<file path="config.mk">
export PLATFORM = sky130hd
export DESIGN_NAME = l15_req_arbiter_flat
export DESIGN_NICKNAME = d
export VERILOG_FILES = /design/src/source/l15_bridge_pkg.sv /design/src/source/l15_msg_if.sv /design/src/source/bridge_fifo.sv /design/src/source/l15_req_arbiter.sv /design/src/flat_wrapper.sv
export VERILOG_INCLUDE_DIRS = /design/src /design/src/source
export SDC_FILE = /design/constraint.sdc
export NUM_CORES = 1
export LEC_CHECK = 0
export BUFFER_PORTS_ARGS = -buffer_cell sky130_fd_sc_hd__buf_2
export CORE_ASPECT_RATIO = 1.25
export CORE_UTILIZATION = 63
export DETAILED_ROUTE_END_ITERATION = 8
export GPL_TIMING_DRIVEN = 0
export PLACE_DENSITY = 0.8
export SLEW_MARGIN = 25
export SYNTH_ARGS = -nofsm -noshare
export SYNTH_HDL_FRONTEND = slang
export SYNTH_SLANG_ARGS = --single-unit
</file>
<file path="constraint.sdc">
create_clock -name clk_i -period 10.5 [get_ports clk_i]
set_input_delay 2.1 -clock clk_i [delete_from_list [all_inputs] [get_ports clk_i]]
set_output_delay 2.1 -clock clk_i [all_outputs]
set_load 0.02 [all_outputs]
</file>
<file path="src/source/l15_bridge_consts.svh">
`ifndef L15_BRIDGE_CONSTS_SVH
`define L15_BRIDGE_CONSTS_SVH

// Queue depths
`define L15_REQ_FIFO_ELS 4
`define L15_RET_FIFO_ELS 16

// Field widths
`define L15_ADDR_W 40
`define L15_DATA_W 64
`define L15_RQTYPE_W 5
`define L15_RTNTYPE_W 4
`define L15_SIZE_W 3
`define L15_RPLWAY_W 2
`define L15_AMO_W 4
`define L15_INVAL_ADDR_W 12
`define L15_WAY_W 2

// Return type codes from the L1.5
`define L15_RTN_LOAD 4'h0
`define L15_RTN_IFILL 4'h1
`define L15_RTN_EVICT 4'h3
`define L15_RTN_ST_ACK 4'h4
`define L15_RTN_INT 4'h7
`define L15_RTN_ATOMIC 4'hd

`endif

</file>
<file path="src/source/l15_bridge_pkg.sv">
`default_nettype none
`include "l15_bridge_consts.svh"

package l15_bridge_pkg;

  // Request side fields
  typedef logic [`L15_RQTYPE_W-1:0] rqtype_t;
  typedef logic [`L15_SIZE_W-1:0] size_t;
  typedef logic [`L15_ADDR_W-1:0] paddr_t;
  typedef logic [`L15_DATA_W-1:0] dword_t;
  typedef logic [`L15_RPLWAY_W-1:0] rplway_t;
  typedef logic [`L15_AMO_W-1:0] amo_op_t;

  // Invalidation fields of a return, address bits 15..4 only
  typedef logic [`L15_INVAL_ADDR_W-1:0] inval_addr_t;
  typedef logic [`L15_WAY_W-1:0] way_t;

  // Codes not listed here still pass through the return queue
  typedef enum logic [`L15_RTNTYPE_W-1:0] {
    e_load_ret   = `L15_RTN_LOAD,
    e_ifill_ret  = `L15_RTN_IFILL,
    e_evict_req  = `L15_RTN_EVICT,
    e_st_ack     = `L15_RTN_ST_ACK,
    e_int_ret    = `L15_RTN_INT,
    e_atomic_ret = `L15_RTN_ATOMIC
  } rtntype_e;

endpackage

`default_nettype wire

</file>
<file path="src/source/l15_msg_if.sv">
`timescale 1ns/1ns
`default_nettype none

// One cache engine request toward the arbiter
interface l15_req_if;
  l15_bridge_pkg::rqtype_t rqtype;
  logic nc;
  l15_bridge_pkg::size_t size;
  l15_bridge_pkg::paddr_t address;
  l15_bridge_pkg::dword_t data;
  l15_bridge_pkg::rplway_t l1rplway;
  l15_bridge_pkg::amo_op_t amo_op;
  logic v;
  logic ready;

  modport src (output rqtype, nc, size, address, data, l1rplway, amo_op, v, input ready);
  modport dst (input rqtype, nc, size, address, data, l1rplway, amo_op, v, output ready);
endinterface


`default_nettype wire

</file>
<file path="src/source/bridge_fifo.sv">
`timescale 1ns/1ns
`default_nettype none

module bridge_fifo
  #(parameter int width_p = 8
    , parameter int els_p = 4
    )
  (input logic clk_i
   , input logic arst_n_i

   , input logic [width_p-1:0] data_i
   , input logic v_i
   , output logic ready_o

   , output logic [width_p-1:0] data_o
   , output logic v_o
   , input logic yumi_i
   );

  localparam int ptr_w_lp = (els_p > 1) ? $clog2(els_p) : 1;
  localparam int cnt_w_lp = $clog2(els_p + 1);

  logic [width_p-1:0] mem_r [els_p];
  logic [ptr_w_lp-1:0] wr_ptr_r;
  logic [ptr_w_lp-1:0] rd_ptr_r;
  logic [cnt_w_lp-1:0] count_r;
  logic push_li;
  logic pop_li;

  // Registered output, no bypass from data_i
  assign ready_o = (count_r != cnt_w_lp'(els_p));
  assign v_o = (count_r != '0);
  assign data_o = mem_r[rd_ptr_r];

  assign push_li = v_i & ready_o;
  assign pop_li = yumi_i;

  always_ff @(posedge clk_i) begin
    if (push_li) begin
      mem_r[wr_ptr_r] <= data_i;
    end
  end

  always_ff @(posedge clk_i or negedge arst_n_i) begin
    if (!arst_n_i) begin
      wr_ptr_r <= '0;
      rd_ptr_r <= '0;
      count_r <= '0;
    end else begin
      if (push_li) begin
        wr_ptr_r <= (wr_ptr_r == ptr_w_lp'(els_p - 1)) ? '0 : wr_ptr_r + 1'b1;
      end
      if (pop_li) begin
        rd_ptr_r <= (rd_ptr_r == ptr_w_lp'(els_p - 1)) ? '0 : rd_ptr_r + 1'b1;
      end
      case ({push_li, pop_li})
        2'b10: count_r <= count_r + 1'b1;
        2'b01: count_r <= count_r - 1'b1;
        default: count_r <= count_r;
      endcase
    end
  end

endmodule

`default_nettype wire

</file>
<file path="src/source/l15_req_arbiter.sv">
`timescale 1ns/1ns
`default_nettype none
`include "l15_bridge_consts.svh"

module l15_req_arbiter
  (input logic clk_i
   , input logic arst_n_i

   , l15_req_if.dst icache_req
   , l15_req_if.dst dcache_req

   , output l15_bridge_pkg::rqtype_t l15_rqtype_o
   , output logic l15_nc_o
   , output l15_bridge_pkg::size_t l15_size_o
   , output l15_bridge_pkg::paddr_t l15_address_o
   , output l15_bridge_pkg::dword_t l15_data_o
   , output l15_bridge_pkg::rplway_t l15_l1rplway_o
   , output l15_bridge_pkg::amo_op_t l15_amo_op_o
   , output logic l15_val_o
   , input logic l15_ack_i
   );

  localparam int entry_w_lp = `L15_RQTYPE_W + 1 + `L15_SIZE_W + `L15_ADDR_W
                              + `L15_DATA_W + `L15_RPLWAY_W + `L15_AMO_W;

  logic [entry_w_lp-1:0] icache_entry_li, dcache_entry_li;
  logic [entry_w_lp-1:0] icache_head_lo, dcache_head_lo;
  logic [entry_w_lp-1:0] sel_entry_lo;
  logic icache_head_v_lo, dcache_head_v_lo;
  logic icache_yumi_li, dcache_yumi_li;
  logic icache_grant_lo, dcache_grant_lo;

  assign icache_entry_li = {icache_req.rqtype, icache_req.nc, icache_req.size,
                            icache_req.address, icache_req.data, icache_req.l1rplway,
                            icache_req.amo_op};
  assign dcache_entry_li = {dcache_req.rqtype, dcache_req.nc, dcache_req.size,
                            dcache_req.address, dcache_req.data, dcache_req.l1rplway,
                            dcache_req.amo_op};

  // Four entries per channel keep a writeback from blocking its own miss
  bridge_fifo
   #(.width_p(entry_w_lp), .els_p(`L15_REQ_FIFO_ELS))
   icache_fifo
    (.clk_i(clk_i)
     ,.arst_n_i(arst_n_i)
     ,.data_i(icache_entry_li)
     ,.v_i(icache_req.v)
     ,.ready_o(icache_req.ready)
     ,.data_o(icache_head_lo)
     ,.v_o(icache_head_v_lo)
     ,.yumi_i(icache_yumi_li)
     );

  bridge_fifo
   #(.width_p(entry_w_lp), .els_p(`L15_REQ_FIFO_ELS))
   dcache_fifo
    (.clk_i(clk_i)
     ,.arst_n_i(arst_n_i)
     ,.data_i(dcache_entry_li)
     ,.v_i(dcache_req.v)
     ,.ready_o(dcache_req.ready)
     ,.data_o(dcache_head_lo)
     ,.v_o(dcache_head_v_lo)
     ,.yumi_i(dcache_yumi_li)
     );

  // Data cache always wins
  assign dcache_grant_lo = dcache_head_v_lo;
  assign icache_grant_lo = icache_head_v_lo & ~dcache_head_v_lo;

  assign sel_entry_lo = dcache_grant_lo ? dcache_head_lo : icache_head_lo;

  assign {l15_rqtype_o, l15_nc_o, l15_size_o, l15_address_o,
          l15_data_o, l15_l1rplway_o, l15_amo_op_o} = sel_entry_lo;
  assign l15_val_o = icache_head_v_lo | dcache_head_v_lo;

  // Only the granted head leaves, and only once the L1.5 takes it
  assign dcache_yumi_li = dcache_grant_lo & l15_ack_i;
  assign icache_yumi_li = icache_grant_lo & l15_ack_i;

endmodule

`default_nettype wire

</file>
<file path="src/flat_wrapper.sv">
// flat-port wrapper written by rule: the top's interface ports become plain ports
module l15_req_arbiter_flat 
  (clk_i, arst_n_i, l15_rqtype_o, l15_nc_o, l15_size_o, l15_address_o, l15_data_o, l15_l1rplway_o, l15_amo_op_o, l15_val_o, l15_ack_i, icache_req_rqtype, icache_req_nc, icache_req_size, icache_req_address, icache_req_data, icache_req_l1rplway, icache_req_amo_op, icache_req_v, icache_req_ready, dcache_req_rqtype, dcache_req_nc, dcache_req_size, dcache_req_address, dcache_req_data, dcache_req_l1rplway, dcache_req_amo_op, dcache_req_v, dcache_req_ready);
  l15_req_if icache_req_i ();
  l15_req_if dcache_req_i ();
  input logic clk_i;
  input logic arst_n_i;
  output l15_bridge_pkg::rqtype_t l15_rqtype_o;
  output logic l15_nc_o;
  output l15_bridge_pkg::size_t l15_size_o;
  output l15_bridge_pkg::paddr_t l15_address_o;
  output l15_bridge_pkg::dword_t l15_data_o;
  output l15_bridge_pkg::rplway_t l15_l1rplway_o;
  output l15_bridge_pkg::amo_op_t l15_amo_op_o;
  output logic l15_val_o;
  input logic l15_ack_i;
  input wire logic [$bits(icache_req_i.rqtype)-1:0] icache_req_rqtype;
  input wire logic [$bits(icache_req_i.nc)-1:0] icache_req_nc;
  input wire logic [$bits(icache_req_i.size)-1:0] icache_req_size;
  input wire logic [$bits(icache_req_i.address)-1:0] icache_req_address;
  input wire logic [$bits(icache_req_i.data)-1:0] icache_req_data;
  input wire logic [$bits(icache_req_i.l1rplway)-1:0] icache_req_l1rplway;
  input wire logic [$bits(icache_req_i.amo_op)-1:0] icache_req_amo_op;
  input wire logic [$bits(icache_req_i.v)-1:0] icache_req_v;
  output wire logic [$bits(icache_req_i.ready)-1:0] icache_req_ready;
  input wire logic [$bits(dcache_req_i.rqtype)-1:0] dcache_req_rqtype;
  input wire logic [$bits(dcache_req_i.nc)-1:0] dcache_req_nc;
  input wire logic [$bits(dcache_req_i.size)-1:0] dcache_req_size;
  input wire logic [$bits(dcache_req_i.address)-1:0] dcache_req_address;
  input wire logic [$bits(dcache_req_i.data)-1:0] dcache_req_data;
  input wire logic [$bits(dcache_req_i.l1rplway)-1:0] dcache_req_l1rplway;
  input wire logic [$bits(dcache_req_i.amo_op)-1:0] dcache_req_amo_op;
  input wire logic [$bits(dcache_req_i.v)-1:0] dcache_req_v;
  output wire logic [$bits(dcache_req_i.ready)-1:0] dcache_req_ready;
  assign icache_req_i.rqtype = icache_req_rqtype;
  assign icache_req_i.nc = icache_req_nc;
  assign icache_req_i.size = icache_req_size;
  assign icache_req_i.address = icache_req_address;
  assign icache_req_i.data = icache_req_data;
  assign icache_req_i.l1rplway = icache_req_l1rplway;
  assign icache_req_i.amo_op = icache_req_amo_op;
  assign icache_req_i.v = icache_req_v;
  assign icache_req_ready = icache_req_i.ready;
  assign dcache_req_i.rqtype = dcache_req_rqtype;
  assign dcache_req_i.nc = dcache_req_nc;
  assign dcache_req_i.size = dcache_req_size;
  assign dcache_req_i.address = dcache_req_address;
  assign dcache_req_i.data = dcache_req_data;
  assign dcache_req_i.l1rplway = dcache_req_l1rplway;
  assign dcache_req_i.amo_op = dcache_req_amo_op;
  assign dcache_req_i.v = dcache_req_v;
  assign dcache_req_ready = dcache_req_i.ready;
  l15_req_arbiter u_core (.clk_i(clk_i), .arst_n_i(arst_n_i), .icache_req(icache_req_i), .dcache_req(dcache_req_i), .l15_rqtype_o(l15_rqtype_o), .l15_nc_o(l15_nc_o), .l15_size_o(l15_size_o), .l15_address_o(l15_address_o), .l15_data_o(l15_data_o), .l15_l1rplway_o(l15_l1rplway_o), .l15_amo_op_o(l15_amo_op_o), .l15_val_o(l15_val_o), .l15_ack_i(l15_ack_i));
endmodule
</file>
---- Word level (Yosys, flattened, before mapping) ----
Memory sizes are Yosys's and may differ from the RTL's.
Cells that the tools add are included.
cells by class
  add/subtract/negate cells ............... 8
  equal/unequal tests ..................... 10
  muxes and demuxes ....................... 11
  bitwise operators ....................... 7
  reductions and logical operators ........ 4
operators by type and width
  kind                 number
  $mux 119             1
  $eq 2x2->1 const B   6
  $pmux 3 s2           2
  $add 2x1->2 const B  4
  $mux 2               4
  $add 3x1->3 const B  2
  $ne 3x3->1 const B   2
  $reduce_bool 3->1    2
  $sub 3x1->3 const B  2
  $and 1x1->1          5
  $eq 2x1->1 const B   2
  $mux 1               4
  $reduce_bool 2->1    2
  $not 1->1            1
  $or 1x1->1           1
storage, ports and cells
  register bits ........................... 14
  memory bits (writable) .................. 952
  bits of input ports ..................... 243
  output and inout port bits .............. 122
  logic and storage cells ................. 48
  memories kept ........................... 2
memory list
  name                      words  bits a word  read ports  clocked after Yosys merged registers in  write ports  RTL line           source
  u_core.dcache_fifo.mem_r  4      119          1           0                                        1            bridge_fifo.sv:23  logic [width_p-1:0] mem_r [els_p];
  u_core.icache_fifo.mem_r  4      119          1           0                                        1            bridge_fifo.sv:23

---- Longest topological paths before layout ----
  depth after elaboration ................. 6
  depth in mapped cells ................... 9
  mapped depth without buffers ............ 9

---- Hierarchy ----
From an unflattened synthesis, not the netlist that was laid out.
unflattened totals
  cells, all modules ...................... 1456
  area total of the unflattened synthesis .. 37023.0 um^2
by module, submodules not included
  module                             instances  cells each  area each (um^2)  seq. area each (um^2)
  bridge_fifo at u_core.icache_fifo  1          660         17623.2           14468.9
  bridge_fifo at u_core.dcache_fifo  1          660         17613.1           14468.9
  l15_req_arbiter                    1          136         1786.7            0.0

---- Worst setup path before layout ----
OpenSTA, ideal clock, no wires.
  path kind ............................... input-to-reg
  start point ............................. input dcache_req_v
  end point ............................... memory u_core.dcache_fifo.mem_r[0][0] (netlist name), enable pin
  library setup time ...................... 0.493 ns
  arrival ................................. 4.879 ns
  data required time ...................... 10.007 ns
  path slack .............................. 5.128 ns
  cell stages on the path ................. 1
  path buffers ............................ 0
  path through ............................ and3_1
between the ends
  cells in the longest elaborated chain, start to end .. 3
RTL lines
  element                       RTL line            source
  start, declared               flat_wrapper.sv:33  input wire logic [$bits(dcache_req_i.v)-1:0] dcache_req_v;
  $and 1x1->1                   bridge_fifo.sv:35   assign push_li = v_i & ready_o;
  $mux 1                        bridge_fifo.sv:39   if (push_li) begin
  $mux 1 (implied by the code)  bridge_fifo.sv:40   mem_r[wr_ptr_r] <= data_i;
  end, declared                 bridge_fifo.sv:23
No other way between the ends.

---- Worst setup path in the final report ----
  start point ............................. register u_core.dcache_fifo.rd_ptr_r[1]
  end point ............................... output l15_data_o[41]
between the ends
  cells in the longest elaborated chain, start to end .. 2
RTL lines
  element                 RTL line               source
  start, declared         bridge_fifo.sv:25      logic [ptr_w_lp-1:0] rd_ptr_r;
  start signal, assigned  bridge_fifo.sv:54      rd_ptr_r <= (rd_ptr_r == ptr_w_lp'(els_p - 1)) ? '0 : rd_ptr_r + 1'b1;
  $mem_v2 4x119           --
  $mux 119                l15_req_arbiter.sv:71  assign sel_entry_lo = dcache_grant_lo ? dcache_head_lo : icache_head_lo;
  end, declared           flat_wrapper.sv:12     output l15_bridge_pkg::dword_t l15_data_o;
No other way between the ends.

==> metrics <==
maximum capacitance violations=0; Final Hold Fails=0; Synth area leaders=edfxtp_1 (78%), mux4_2 (15%), mux2_2 (3.9%); status=complete, no violations; Gate Count Post-Synth=about 1500; f_max=194 MHz; Finished Core Util=0.747; critical-path cell list=buf_2 > clkbuf_1 > mux4_2 > mux2_2 > buf_2; Setup TNS=0 ns; top-count cell post-synth=edfxtp_1; GP Congestion=0.738; fraction of layout cells with a size suffix above 1=0.461; die width=218 um; global-route usage over all layers=0.276; slowest stage cell, crit path=clkbuf_1; syn avg cell area=25.1 sq um; number of nets in the layout=between 2000 and 2500; transition time of the tightest slew-check pin=roughly 0.85 ns; Main synth FF type=edfxtp_1; min-delay worst type=reg2reg; Slew Viols, Final=0; drt via density=6.23; RSZ-0062 raised after global routing=false; Async SR Flop Fraction=0.0145; Synth cell types=23; CP Launch Type=flop; cts hold-fix bufs=0; Clock Sinks=966; CTS H-Tree Depth=3; TritonCTS clock tree=built; worst setup path class=reg2out; worst ir drop on vdd=215 uV; total number of vias=roughly 17000; root buf cell=clkbuf_16; Synth Net Count=1713; vias in the first global route=18400; Final Setup Violations=0; largest net degree at the start of global routing=between 40 and 50; CTS buffer count=87; footprint of the multi-input gates=7220 sq um; placed cell count=2594; non-filler cells, final=~2800; sequential cell area fraction in the yosys report=0.790; fin crit period=5.14 ns; worst path buffer plus inverter count=3; initial core utilization=0.639; Synth Cell Area=about 37000 sq um; first-pass GRT wire length=116000 um; most frequent cells after synthesis=edfxtp_1 (952), mux4_2 (238), mux2_2 (127); synth warn=0; total power=roughly 0.013 W; # Post-CTS Setup Buffers=0; DR pass1 iterations=5; worst path arrival time=3.04 ns; Final period util=0.490; WL/cell=approximately 29 um; Clock Path Buffers=3; P_leak=14.4 nW; first-iteration detailed-routing DRC count=between 1000 and 1500; Die H=272 um; Post-CTS Resized=0; post-DP HPWL=51200 um; relative slew slack=0.435; most frequent CP cell=buf_2; total wire length=approximately 80000 um; Yosys top cell area share=0.781; initial antenna violation count=38; # rows=98; die area=59100 sq um; DRC=0; antenna-violating nets left=0; Clock transition at path regs=0.06 ns; register area=about 29000 sq um; synthesis-to-finish area growth=16.8%; Post-synth EDFFs=952; Clk Latency, worst-skew pair=0.62 ns; crit-path max FO=10; post-synth top area cell=edfxtp_1; Power per Cell Area=298 nW/um^2; grt ovf=0; skew final=0.0116 ns; FF+latch count, synth=about 970; area of the core=57300 sq um; CP Data Required Time=8.40 ns; crit-path max cell delay=0.69 ns; CP delay by family, top=buffers and inverters; fill count=3024; Top Ports=365; CP Capture Type=primary output; PortBufs=~360
## layout by cell type, fill, tap and decap left out, types with 4 or more instances in the layout
cell type and instances:
and3_4 8, buf_12 13, buf_16 11, buf_2 377, buf_4 9, buf_6 20, bufinv_16 9, clkbuf_1 47
clkbuf_16 89, clkinv_1 15, clkinv_2 17, dfrtp_1 14, diode_2 18, edfxtp_1 952, ha_1 12, inv_1 12
mux2_2 127, mux4_2 238, nor2_1 6, xor2_1 4
## power breakdown
| group | total, W | switching (W) | internal (W) |
|---|---|---|---|
| registers | 0.00527 | 0.000193 | 0.00508 |
| clock network | 0.00309 | 0.00131 | 0.00178 |
| logic | 0.00438 | 0.00247 | 0.00191 |
## path summary, 6_finish.rpt
path                       slack (ns)  cells after the start                        endpoint                           start
max                              5.36                      5                  l15_data_o[41]  u_core.dcache_fifo.rd_ptr_r[1]
max reg2reg                      8.12                      9   u_core.dcache_fifo.count_r[2]   u_core.dcache_fifo.count_r[1]
min reg2reg                      0.51                      1   u_core.dcache_fifo.count_r[2]   u_core.dcache_fifo.count_r[2]
min                              0.51                      1   u_core.dcache_fifo.count_r[2]   u_core.dcache_fifo.count_r[2]
max in group asynchronous        8.88                      1  u_core.icache_fifo.rd_ptr_r[1]                        arst_n_i
min in group asynchronous        1.37                      1   u_core.dcache_fifo.count_r[2]                        arst_n_i
## worst register-to-register path, cell delays in order (launching register included)
cell,delay (ns)
dfrtp_1,0.40
or3b_1,0.51
and2_1,0.25
inv_1,0.07
ha_1,0.18
inv_1,0.06
fa_1,0.37
xor2_1,0.15
nor2_1,0.12
xor2_1,0.17
## registers in the layout, summed over array words and instances (netlist names)
signal                       count
u_core.dcache_fifo.mem_r       476
u_core.dcache_fifo.rd_ptr_r      2
u_core.icache_fifo.count_r       3
u_core.dcache_fifo.wr_ptr_r      2
u_core.icache_fifo.rd_ptr_r      2
u_core.icache_fifo.wr_ptr_r      2
u_core.icache_fifo.mem_r       476
u_core.dcache_fifo.count_r       3
## per-layer routing
layer  up-vias  share of wire  GRT usage
met5         -         0.0035          0
met4        44          0.031      0.117
met3       169          0.078     0.0692
met2       793           0.54      0.479
met1      9030           0.35      0.330
li1       7222              -          -
## stage by stage
step / setup WS, ns / area, sq um / hold WS (ns)
after floorplan: 5.13 / 36600 / 0.455
after global placement: 2.42 / 39400 / 0.472
after detailed placement: 6.02 / 40000 / 0.491
after CTS: 5.35 / 42700 / 0.502
after global routing: 5.25 / 42800 / 0.530
final: 5.36 / 42800 / 0.508
## cell type report
cell class | instances | area share
inverters | 12 | 0.00105
clock buffers | 112 | 0.0543
well taps | 750 | 0.0219
multi-input cells | 411 | 0.169
repair buffers | 388 | 0.0557
plain buffers | 67 | 0.0106
clock inverters | 44 | 0.0102
flip-flops and latches | 966 | 0.676
diodes | 18 | 0.00105
## cells by family (layout without fill, tap and decap cells)
kind of cell / count (synthesis) / after routing / synth area share
XOR/XNOR: 6 / 6 / 0.00144
adder cells (fa/ha/maj): 14 / 14 / 0.00519
multiplexers: 366 / 366 / 0.186
AND/OR/NAND/NOR: 24 / 24 / 0.00369
other: 0 / 18 / 0
AO/OA/AOI/OAI: 1 / 1 / 0.000137
buffers and inverters: 79 / 623 / 0.0136
flip-flops: 966 / 966 / 0.790
Power figures use the tool's default switching activity.
