## config.mk

```make
export PLATFORM = sky130hd
export DESIGN_NAME = l15_ret_router_flat
export DESIGN_NICKNAME = d
export VERILOG_FILES = /design/src/source/l15_bridge_pkg.sv /design/src/source/l15_msg_if.sv /design/src/source/bridge_fifo.sv /design/src/source/l15_ret_router.sv /design/src/flat_wrapper.sv
export VERILOG_INCLUDE_DIRS = /design/src /design/src/source
export SDC_FILE = /design/constraint.sdc
export NUM_CORES = 2
export LEC_CHECK = 0
export BUFFER_PORTS_ARGS = -buffer_cell sky130_fd_sc_hd__buf_2
export CORE_MARGIN = 1
export CORE_UTILIZATION = 30
export CTS_CLUSTER_DIAMETER = 120
export CTS_CLUSTER_SIZE = 30
export DETAILED_ROUTE_END_ITERATION = 10
export PLACE_DENSITY = 0.43
export RECOVER_POWER = 50
export SYNTH_ARGS = -nofsm -noshare
export SYNTH_HDL_FRONTEND = slang
export SYNTH_MEMORY_MAX_BITS = 65536
export SYNTH_SLANG_ARGS = --single-unit
```

## constraint.sdc

```tcl
create_clock -name clk_i -period 28.1 [get_ports clk_i]
set_clock_uncertainty 0.2 [all_clocks]
set_input_delay 5.62 -clock clk_i [delete_from_list [all_inputs] [get_ports clk_i]]
set_output_delay 5.62 -clock clk_i [all_outputs]
set_load 0.01 [all_outputs]
```

## src/source/l15_bridge_consts.svh

```systemverilog
`ifndef L15_BRIDGE_CONSTS_SVH
`define L15_BRIDGE_CONSTS_SVH

// Queue depths
`define L15_REQ_FIFO_ELS 4
`define L15_RET_FIFO_ELS 16

// Field widths
`define L15_ADDR_W 40
`define L15_DATA_W 64
`define L15_RQTYPE_W 5
`define L15_RTNTYPE_W 4
`define L15_SIZE_W 3
`define L15_RPLWAY_W 2
`define L15_AMO_W 4
`define L15_INVAL_ADDR_W 12
`define L15_WAY_W 2

// Return type codes from the L1.5
`define L15_RTN_LOAD 4'h0
`define L15_RTN_IFILL 4'h1
`define L15_RTN_EVICT 4'h3
`define L15_RTN_ST_ACK 4'h4
`define L15_RTN_INT 4'h7
`define L15_RTN_ATOMIC 4'hd

`endif

```

## src/source/l15_bridge_pkg.sv

```systemverilog
`default_nettype none
`include "l15_bridge_consts.svh"

package l15_bridge_pkg;

  // Request side fields
  typedef logic [`L15_RQTYPE_W-1:0] rqtype_t;
  typedef logic [`L15_SIZE_W-1:0] size_t;
  typedef logic [`L15_ADDR_W-1:0] paddr_t;
  typedef logic [`L15_DATA_W-1:0] dword_t;
  typedef logic [`L15_RPLWAY_W-1:0] rplway_t;
  typedef logic [`L15_AMO_W-1:0] amo_op_t;

  // Invalidation fields of a return, address bits 15..4 only
  typedef logic [`L15_INVAL_ADDR_W-1:0] inval_addr_t;
  typedef logic [`L15_WAY_W-1:0] way_t;

  // Codes not listed here still pass through the return queue
  typedef enum logic [`L15_RTNTYPE_W-1:0] {
    e_load_ret   = `L15_RTN_LOAD,
    e_ifill_ret  = `L15_RTN_IFILL,
    e_evict_req  = `L15_RTN_EVICT,
    e_st_ack     = `L15_RTN_ST_ACK,
    e_int_ret    = `L15_RTN_INT,
    e_atomic_ret = `L15_RTN_ATOMIC
  } rtntype_e;

endpackage

`default_nettype wire

```

## src/source/l15_msg_if.sv

```systemverilog
`timescale 1ns/1ns
`default_nettype none


// Head of the return queue, shared by both channels
interface l15_ret_if;
  l15_bridge_pkg::rtntype_e rtntype;
  logic noncacheable;
  logic atomic;
  l15_bridge_pkg::dword_t data_0;
  l15_bridge_pkg::dword_t data_1;
  l15_bridge_pkg::dword_t data_2;
  l15_bridge_pkg::dword_t data_3;
  l15_bridge_pkg::inval_addr_t inval_address_15_4;
  logic inval_icache_inval;
  logic inval_dcache_inval;
  l15_bridge_pkg::way_t inval_way;
  logic icache_v;
  logic dcache_v;
  logic icache_yumi;
  logic dcache_yumi;

  modport src (
    output rtntype, noncacheable, atomic, data_0, data_1, data_2, data_3,
    output inval_address_15_4, inval_icache_inval, inval_dcache_inval, inval_way,
    output icache_v, dcache_v,
    input icache_yumi, dcache_yumi
  );
  modport dst (
    input rtntype, noncacheable, atomic, data_0, data_1, data_2, data_3,
    input inval_address_15_4, inval_icache_inval, inval_dcache_inval, inval_way,
    input icache_v, dcache_v,
    output icache_yumi, dcache_yumi
  );
endinterface

`default_nettype wire

```

## src/source/bridge_fifo.sv

```systemverilog
`timescale 1ns/1ns
`default_nettype none

module bridge_fifo
  #(parameter int width_p = 8
    , parameter int els_p = 4
    )
  (input logic clk_i
   , input logic arst_n_i

   , input logic [width_p-1:0] data_i
   , input logic v_i
   , output logic ready_o

   , output logic [width_p-1:0] data_o
   , output logic v_o
   , input logic yumi_i
   );

  localparam int ptr_w_lp = (els_p > 1) ? $clog2(els_p) : 1;
  localparam int cnt_w_lp = $clog2(els_p + 1);

  logic [width_p-1:0] mem_r [els_p];
  logic [ptr_w_lp-1:0] wr_ptr_r;
  logic [ptr_w_lp-1:0] rd_ptr_r;
  logic [cnt_w_lp-1:0] count_r;
  logic push_li;
  logic pop_li;

  // Registered output, no bypass from data_i
  assign ready_o = (count_r != cnt_w_lp'(els_p));
  assign v_o = (count_r != '0);
  assign data_o = mem_r[rd_ptr_r];

  assign push_li = v_i & ready_o;
  assign pop_li = yumi_i;

  always_ff @(posedge clk_i) begin
    if (push_li) begin
      mem_r[wr_ptr_r] <= data_i;
    end
  end

  always_ff @(posedge clk_i or negedge arst_n_i) begin
    if (!arst_n_i) begin
      wr_ptr_r <= '0;
      rd_ptr_r <= '0;
      count_r <= '0;
    end else begin
      if (push_li) begin
        wr_ptr_r <= (wr_ptr_r == ptr_w_lp'(els_p - 1)) ? '0 : wr_ptr_r + 1'b1;
      end
      if (pop_li) begin
        rd_ptr_r <= (rd_ptr_r == ptr_w_lp'(els_p - 1)) ? '0 : rd_ptr_r + 1'b1;
      end
      case ({push_li, pop_li})
        2'b10: count_r <= count_r + 1'b1;
        2'b01: count_r <= count_r - 1'b1;
        default: count_r <= count_r;
      endcase
    end
  end

endmodule

`default_nettype wire

```

## src/source/l15_ret_router.sv

```systemverilog
`timescale 1ns/1ns
`default_nettype none
`include "l15_bridge_consts.svh"

module l15_ret_router
  (input logic clk_i
   , input logic arst_n_i

   , input logic l15_val_i
   , input l15_bridge_pkg::rtntype_e l15_returntype_i
   , input logic l15_noncacheable_i
   , input logic l15_atomic_i
   , input l15_bridge_pkg::dword_t l15_data_0_i
   , input l15_bridge_pkg::dword_t l15_data_1_i
   , input l15_bridge_pkg::dword_t l15_data_2_i
   , input l15_bridge_pkg::dword_t l15_data_3_i
   , input l15_bridge_pkg::inval_addr_t l15_inval_address_15_4_i
   , input logic l15_inval_icache_inval_i
   , input logic l15_inval_dcache_inval_i
   , input l15_bridge_pkg::way_t l15_inval_way_i
   , output logic l15_req_ack_o

   , l15_ret_if.src ret
   );

  localparam int entry_w_lp = `L15_RTNTYPE_W + 2 + 4 * `L15_DATA_W
                              + `L15_INVAL_ADDR_W + 2 + `L15_WAY_W;

  logic [entry_w_lp-1:0] entry_li, head_lo;
  logic [`L15_RTNTYPE_W-1:0] head_rtntype_lo;
  l15_bridge_pkg::rtntype_e head_type_lo;
  logic fifo_ready_lo;
  logic head_v_lo;
  logic pop_li;
  logic dcache_only_lo;
  logic icache_only_lo;

  assign entry_li = {l15_returntype_i, l15_noncacheable_i, l15_atomic_i,
                     l15_data_0_i, l15_data_1_i, l15_data_2_i, l15_data_3_i,
                     l15_inval_address_15_4_i, l15_inval_icache_inval_i,
                     l15_inval_dcache_inval_i, l15_inval_way_i};

  bridge_fifo
   #(.width_p(entry_w_lp), .els_p(`L15_RET_FIFO_ELS))
   ret_fifo
    (.clk_i(clk_i)
     ,.arst_n_i(arst_n_i)
     ,.data_i(entry_li)
     ,.v_i(l15_val_i)
     ,.ready_o(fifo_ready_lo)
     ,.data_o(head_lo)
     ,.v_o(head_v_lo)
     ,.yumi_i(pop_li)
     );

  // Acknowledge in the same cycle the entry is written
  assign l15_req_ack_o = l15_val_i & fifo_ready_lo;

  assign {head_rtntype_lo, ret.noncacheable, ret.atomic,
          ret.data_0, ret.data_1, ret.data_2, ret.data_3,
          ret.inval_address_15_4, ret.inval_icache_inval,
          ret.inval_dcache_inval, ret.inval_way} = head_lo;

  assign head_type_lo = l15_bridge_pkg::rtntype_e'(head_rtntype_lo);
  assign ret.rtntype = head_type_lo;

  // Steering by return type, anything unlisted goes to both sides
  assign dcache_only_lo = (head_type_lo == l15_bridge_pkg::e_load_ret)
                        | (head_type_lo == l15_bridge_pkg::e_st_ack)
                        | (head_type_lo == l15_bridge_pkg::e_atomic_ret);
  assign icache_only_lo = (head_type_lo == l15_bridge_pkg::e_ifill_ret);

  assign ret.icache_v = head_v_lo & ~dcache_only_lo;
  assign ret.dcache_v = head_v_lo & ~icache_only_lo;

  // A broadcast return leaves on the first yumi
  assign pop_li = ret.icache_yumi | ret.dcache_yumi;

endmodule

`default_nettype wire

```

## src/flat_wrapper.sv

```systemverilog
// flat-port wrapper written by rule: the top's interface ports become plain ports
module l15_ret_router_flat 
  (clk_i, arst_n_i, l15_val_i, l15_returntype_i, l15_noncacheable_i, l15_atomic_i, l15_data_0_i, l15_data_1_i, l15_data_2_i, l15_data_3_i, l15_inval_address_15_4_i, l15_inval_icache_inval_i, l15_inval_dcache_inval_i, l15_inval_way_i, l15_req_ack_o, ret_rtntype, ret_noncacheable, ret_atomic, ret_data_0, ret_data_1, ret_data_2, ret_data_3, ret_inval_address_15_4, ret_inval_icache_inval, ret_inval_dcache_inval, ret_inval_way, ret_icache_v, ret_dcache_v, ret_icache_yumi, ret_dcache_yumi);
  l15_ret_if ret_i ();
  input logic clk_i;
  input logic arst_n_i;
  input logic l15_val_i;
  input l15_bridge_pkg::rtntype_e l15_returntype_i;
  input logic l15_noncacheable_i;
  input logic l15_atomic_i;
  input l15_bridge_pkg::dword_t l15_data_0_i;
  input l15_bridge_pkg::dword_t l15_data_1_i;
  input l15_bridge_pkg::dword_t l15_data_2_i;
  input l15_bridge_pkg::dword_t l15_data_3_i;
  input l15_bridge_pkg::inval_addr_t l15_inval_address_15_4_i;
  input logic l15_inval_icache_inval_i;
  input logic l15_inval_dcache_inval_i;
  input l15_bridge_pkg::way_t l15_inval_way_i;
  output logic l15_req_ack_o;
  output wire logic [$bits(ret_i.rtntype)-1:0] ret_rtntype;
  output wire logic [$bits(ret_i.noncacheable)-1:0] ret_noncacheable;
  output wire logic [$bits(ret_i.atomic)-1:0] ret_atomic;
  output wire logic [$bits(ret_i.data_0)-1:0] ret_data_0;
  output wire logic [$bits(ret_i.data_1)-1:0] ret_data_1;
  output wire logic [$bits(ret_i.data_2)-1:0] ret_data_2;
  output wire logic [$bits(ret_i.data_3)-1:0] ret_data_3;
  output wire logic [$bits(ret_i.inval_address_15_4)-1:0] ret_inval_address_15_4;
  output wire logic [$bits(ret_i.inval_icache_inval)-1:0] ret_inval_icache_inval;
  output wire logic [$bits(ret_i.inval_dcache_inval)-1:0] ret_inval_dcache_inval;
  output wire logic [$bits(ret_i.inval_way)-1:0] ret_inval_way;
  output wire logic [$bits(ret_i.icache_v)-1:0] ret_icache_v;
  output wire logic [$bits(ret_i.dcache_v)-1:0] ret_dcache_v;
  input wire logic [$bits(ret_i.icache_yumi)-1:0] ret_icache_yumi;
  input wire logic [$bits(ret_i.dcache_yumi)-1:0] ret_dcache_yumi;
  assign ret_rtntype = ret_i.rtntype;
  assign ret_noncacheable = ret_i.noncacheable;
  assign ret_atomic = ret_i.atomic;
  assign ret_data_0 = ret_i.data_0;
  assign ret_data_1 = ret_i.data_1;
  assign ret_data_2 = ret_i.data_2;
  assign ret_data_3 = ret_i.data_3;
  assign ret_inval_address_15_4 = ret_i.inval_address_15_4;
  assign ret_inval_icache_inval = ret_i.inval_icache_inval;
  assign ret_inval_dcache_inval = ret_i.inval_dcache_inval;
  assign ret_inval_way = ret_i.inval_way;
  assign ret_icache_v = ret_i.icache_v;
  assign ret_dcache_v = ret_i.dcache_v;
  assign ret_i.icache_yumi = ret_icache_yumi;
  assign ret_i.dcache_yumi = ret_dcache_yumi;
  l15_ret_router u_core (.clk_i(clk_i), .arst_n_i(arst_n_i), .l15_val_i(l15_val_i), .l15_returntype_i(l15_returntype_i), .l15_noncacheable_i(l15_noncacheable_i), .l15_atomic_i(l15_atomic_i), .l15_data_0_i(l15_data_0_i), .l15_data_1_i(l15_data_1_i), .l15_data_2_i(l15_data_2_i), .l15_data_3_i(l15_data_3_i), .l15_inval_address_15_4_i(l15_inval_address_15_4_i), .l15_inval_icache_inval_i(l15_inval_icache_inval_i), .l15_inval_dcache_inval_i(l15_inval_dcache_inval_i), .l15_inval_way_i(l15_inval_way_i), .l15_req_ack_o(l15_req_ack_o), .ret(ret_i));
endmodule
```

Yosys cells after proc, flatten, opt, wreduce, memory -nomap -nowiden
Memories as Yosys holds them, arrays and structs flattened.
Index checks and enable logic that the tools add are counted.
{"block": "op_classes", "addsub": 4, "reduce_logical": 3, "eq_ne": 8, "bitwise": 8, "n_mux": 5}
{"op": "equality test 4 bit, second input constant", "count": 3}
{"op": "case mux 5 bit (2 select lines)", "count": 1}
{"op": "adder 4 x 1 -> 4 bit, second input constant", "count": 2}
{"op": "two-way mux 4 bit", "count": 2}
{"op": "adder 5 x 1 -> 5 bit, second input constant", "count": 1}
{"op": "!= test 5 bit, second input constant", "count": 1}
{"op": "nonzero test 5 bit", "count": 1}
{"op": "subtractor 5 x 1 -> 5 bit, second input constant", "count": 1}
{"op": "equality test 4 x 1 -> 1 bit, second input constant", "count": 1}
{"op": "equality test 4 x 3 -> 1 bit, second input constant", "count": 1}
{"op": "logical NOT 4 bit", "count": 1}
{"op": "bitwise AND 1 bit", "count": 3}
{"op": "OR 1 bit", "count": 3}
{"op": "equality test 2 x 1 -> 1 bit, second input constant", "count": 1}
{"op": "equality test 2 bit, second input constant", "count": 1}
{"op": "two-way mux 1 bit", "count": 2}
{"op": "inverter 1 bit", "count": 2}
{"op": "nonzero test 2 bit", "count": 1}
{"block": "word_totals", "input_bits": 283, "mem_bits_rw": 4448, "regBits": 13, "wordCells": 32, "out_inout_bits": 281, "n_memories": 1}
{"name": "u_core.ret_fifo.mem_r", "depth": 16, "word_bits": 278, "rd": 1, "rd_ports_with_merged_regs": 0, "write_ports": 1, "line": "bridge_fifo.sv:23", "text": "logic [width_p-1:0] mem_r [els_p];"}

Logic depth before layout (Yosys ltp)
An unclocked memory read counts as a cell.
{"block": "logic_depth", "ltp_word": 6, "mapped_depth": 13, "ltp_nobuf": 12}

Cells and area by module
Synthesis repeated with hierarchy kept, for this count alone.
{"block": "unflattened", "cells_unflattened": 7494, "hier_area_um2": 169899.2}
{"mod": "bridge_fifo", "cells_each": 7488, "area_each_um2": 169851.7, "seq_area_each_um2": 133893.4, "instances": 1}
{"mod": "l15_ret_router", "cells_each": 6, "area_each_um2": 47.5, "seq_area_each_um2": 0.0, "instances": 1}

Least setup slack after synthesis
No wires, ideal clock.
{"block": "synth_timing", "path_type": "in2reg", "startpoint": "in l15_val_i", "endpoint": "mem u_core.ret_fifo.mem_r[3][0] (netlist bit) (enable)", "stages": 4, "path_slack_ns": 1.571, "setup_ns": 1.257, "required_time_ns": 26.643, "path_buffers": 1, "arrival_ns": 25.072, "cell_sequence": "a21boi_0 clkbuf_1 nand2_1 nor3_1"}
{"block": "synth_between", "elab_chain_len": 3}
{"element": "start, declared", "line": "flat_wrapper.sv:7", "text": "input logic l15_val_i;"}
{"element": "bitwise AND 1 bit"}
{"element": "via l15_req_ack_o", "line": "flat_wrapper.sv:19", "text": "output logic l15_req_ack_o;"}
{"element": "two-way mux 1 bit", "line": "bridge_fifo.sv:39", "text": "if (push_li) begin"}
{"element": "two-way mux 1 bit (implied by the code)", "line": "bridge_fifo.sv:40", "text": "mem_r[wr_ptr_r] <= data_i;"}
{"element": "end, declared", "line": "bridge_fifo.sv:23"}
The timed path passes the listed nets, and every way through them passes these cells.

Final worst setup path
{"block": "layout_timing", "startpoint": "in l15_val_i", "endpoint": "mem u_core.ret_fifo.mem_r[8][219] (netlist bit) (enable)"}
{"block": "layout_between", "elab_chain_len": 3}
{"element": "bitwise AND 1 bit", "line": "bridge_fifo.sv:35", "text": "assign push_li = v_i & ready_o;"}
{"element": "two-way mux 1 bit", "line": "bridge_fifo.sv:39"}
{"element": "two-way mux 1 bit (implied by the code)", "line": "bridge_fifo.sv:40"}
No other way between the ends.

==> flow_summary_export.csv <==
group,metric,value,unit
outcome,status,"finished, violations left",
outcome,violations,"DRC, capacitance limit, slew limit",
finish,final_cell_mix,"edfxtp_1, mux4_2, clkbuf_1",
detailed_routing,vias_per_cell,4.905,
global_routing,grt_overflow_total,0,
synthesis,netlist_top_cells_area,"edfxtp_1, mux4_2, buf_2, buf_4, clkbuf_1",
synthesis,synth.top_cell.area_share,79.79,%
synthesis,synth_fp_nets,6560,
clocking,clkTransAtPathRegs,0.11,ns
synthesis,synth.distinct_cells,36,
timing,period_minus_slack,14.35,ns
synthesis,synthCells,6269,
timing,hold_violations,0,
worst_setup_path,path_cells,"buf_2 -> a21boi_0 -> clkbuf_1 -> nand2_1 -> nor2_1 -> clkbuf_1 -> buf_4 -> buf_4",
power_and_ir_drop,pwr-share-clk,19.4,%
timing,setup_tns,0,ns
timing,rsz0062_at_grt,"false",
clocking,insertion_delay,0.95,ns
timing,finalCritPeriodShare,51.07,%
job,maxCapViolCount,9,
worst_setup_path,cp.arrival,14.70,ns
clocking,cts_resized,0,
detailed_routing,post_drt_wl_per_cell,30.70,µm
finish,post-route-util,33.13,%
global_routing,grt_pass1_vias,75217,
worst_setup_path,cpPeakStageDelay,5.72,ns
global_routing,grt_pass1_wl,612700,µm
timing,max_slew_margin,-451.1,%
die,core,556400,µm²
power_and_ir_drop,switching_share,31.22,%
clocking,hold_buffers,0,
timing,slew_viol_final,267,
worst_setup_path,startpoint_type,"input port",
synthesis,yosys_warnings,0,
synthesis,seq_area_frac_synth,79.98,%
worst_setup_path,end_kind,"flop",
synthesis,ys_ff_latch,4461,
clocking,clock-sinks,4461,
power_and_ir_drop,p_leak,54.21,nW
clocking,cts_setup_buffers,0,
worst_setup_path,critPathSlowestCell,"clkbuf_1",
worst_setup_path,worstPathMaxFanout,81,
clocking,cts.htree.levels,4,
placed_design,port_buffers,563,
detailed_routing,first_iter_violations,6313,
detailed_routing,num_vias,70717,
worst_hold_path,hp-class,"reg2reg",
finish,layout.nets,7174,
power_and_ir_drop,power_frac_comb,32.0,%
placed_design,placed_area,179700,µm²
clocking,ctsLongestPathBuffers,4,
global_routing,antenna_found_initial,130,
die,die_w,749.0,µm
global_routing,grt_max_degree,132,
power_and_ir_drop,worst_ir_drop_vdd,78.64,µV
timing,fmax,0.06968,GHz
worst_setup_path,crit_type,"in2reg",
die,rows,274,
die,ioPinCount,564,
die,die_h,749.0,µm
power_and_ir_drop,power_density,90.59,nW/µm²
detailed_routing,wl,442600,µm
detailed_routing,remaining_drc_errors,151,
power_and_ir_drop,p_int,11.48,mW
power_and_ir_drop,p_sw,5.213,mW
placed_design,gp_congestion,0.7097,
clocking,cts-root-buf,"clkbuf_16",
power_and_ir_drop,seqPwrFrac,48.5,%
synthesis,syn-cell-area,167400,µm²
finish,final_layout_size_suffix_gt1_share,29.94,%
detailed_routing,firstDrtPassIters,11,
power_and_ir_drop,p_total,16.70,mW
worst_setup_path,r2r_slack,17.89,ns
global_routing,grt_use_total,15.42,%
synthesis,yosysTopAreaCell,"edfxtp_1",
die,start_util,30.09,%
clocking,tritoncts,"yes",
worst_setup_path,crit_family,"buffers and inverters",
detailed_routing,ant_nets,0,
worst_setup_path,crit_buf_inv,5,
timing,setup_viol,0,
finish,design_area,184300,µm²
die,die_area,561000,µm²
finish,final_common_cell,"edfxtp_1",
worst_setup_path,required,28.45,ns
placed_design,place_hpwl,234800,µm
timing,tightest_slew,8.266,ns
finish,area_delta_synth_final,10.11,%
clocking,cts_buffers,176,
synthesis,avgSynthCellArea,26.70,µm²
==> through the flow <==
step,setup slack [ns],hold WS [ns],instances
after global placement,15.90,0.2942,14157
after global routing,13.15,0.3438,14381
final,13.75,0.3040,14416
after detailed placement,15.98,0.2877,14157
after floorplan,1.571,0.2622,6269
after CTS,15.02,0.3038,14376
==> power by group through the flow <==
stage                     sequential, mW  clock (mW)  combinational [mW]
after floorplan                     8.49           0                3.44
after global placement              8.24           0                5.58
after detailed placement            8.26           0                5.59
after CTS                           8.11        3.39                5.60
after global routing                8.16        3.56                5.75
final                               8.11        3.24                5.35
==> synthesized netlist by cell type (all sizes together) <==
master / n
o21ai: 7
a22oi: 1
a21oi: 3
a2bb2oi: 3
edfxtp: 4448
mux2i: 4
mux4: 1386
nor3b: 1
nor3: 5
a211oi: 1
a222oi: 1
nand2b: 3
nand4: 1
dfrtp: 13
and2: 1
o211a: 1
ha: 8
inv: 6
o41ai: 1
mux2: 4
a21o: 1
xor2: 4
nor2: 17
nor4: 1
nand2: 12
a32oi: 1
a21boi: 1
xnor2: 5
buf: 227
clkbuf: 88
nand3: 7
or2: 2
nor2b: 5
==> worst reg2reg max path: cells and delay by family, from the launching register on <==
family / cells / cell delay (ns)
buffers and inverters: 4 / 8.30
and+or+nand+nor: 3 / 0.56
DFF: 1 / 0.48
AOI/OAI and AO/OA: 1 / 0.22
==> kinds of logic after synthesis <==
group	count (synthesis)	synth area share, %
and+or+nand+nor	55	0.1540
xor gates and xnor gates	9	0.04708
adders and majority gates	8	0.05979
DFF	4461	79.98
muxes	1394	18.70
buffers and inverters	321	0.9746
AOI/OAI and AO/OA	21	0.08596
==> per-layer routing <==
metal | part of all wire, % | GRT usage (%)
met1 | 41 | 19.94
met2 | 51 | 27.11
met3 | 5.6 | 3.211
met4 | 1.8 | 2.609
met5 | 0.10 | 0
==> sequential cells by signal, summed over array words and instances (netlist names) <==
name,count
u_core.ret_fifo.count_r,5
u_core.ret_fifo.wr_ptr_r,4
u_core.ret_fifo.mem_r,4448
u_core.ret_fifo.rd_ptr_r,4
==> area by class of cell <==
cell class	instances	area [µm²]
repair buffers	751	4086
clock buffers	190	4509
clock inverters	29	467.9
flip-flops and latches	4461	133900
multi-input cells	1487	31910
diodes	40	100.1
fillers	51789	372100
well taps	7452	9324
inverters	6	22.52
==> final timing paths <==
path                                       startpoint                             to  cells past startpoint
setup / recovery                            l15_val_i  u_core.ret_fifo.mem_r[8][219]                      8
hold / removal             u_core.ret_fifo.count_r[4]     u_core.ret_fifo.count_r[4]                      1
setup reg to reg           u_core.ret_fifo.count_r[1]  u_core.ret_fifo.mem_r[8][219]                      8
hold reg to reg            u_core.ret_fifo.count_r[4]     u_core.ret_fifo.count_r[4]                      1
max in group asynchronous                    arst_n_i    u_core.ret_fifo.rd_ptr_r[1]                      1
min in group asynchronous                    arst_n_i     u_core.ret_fifo.count_r[4]                      1
No activity file was read; power rests on OpenSTA's default activity.
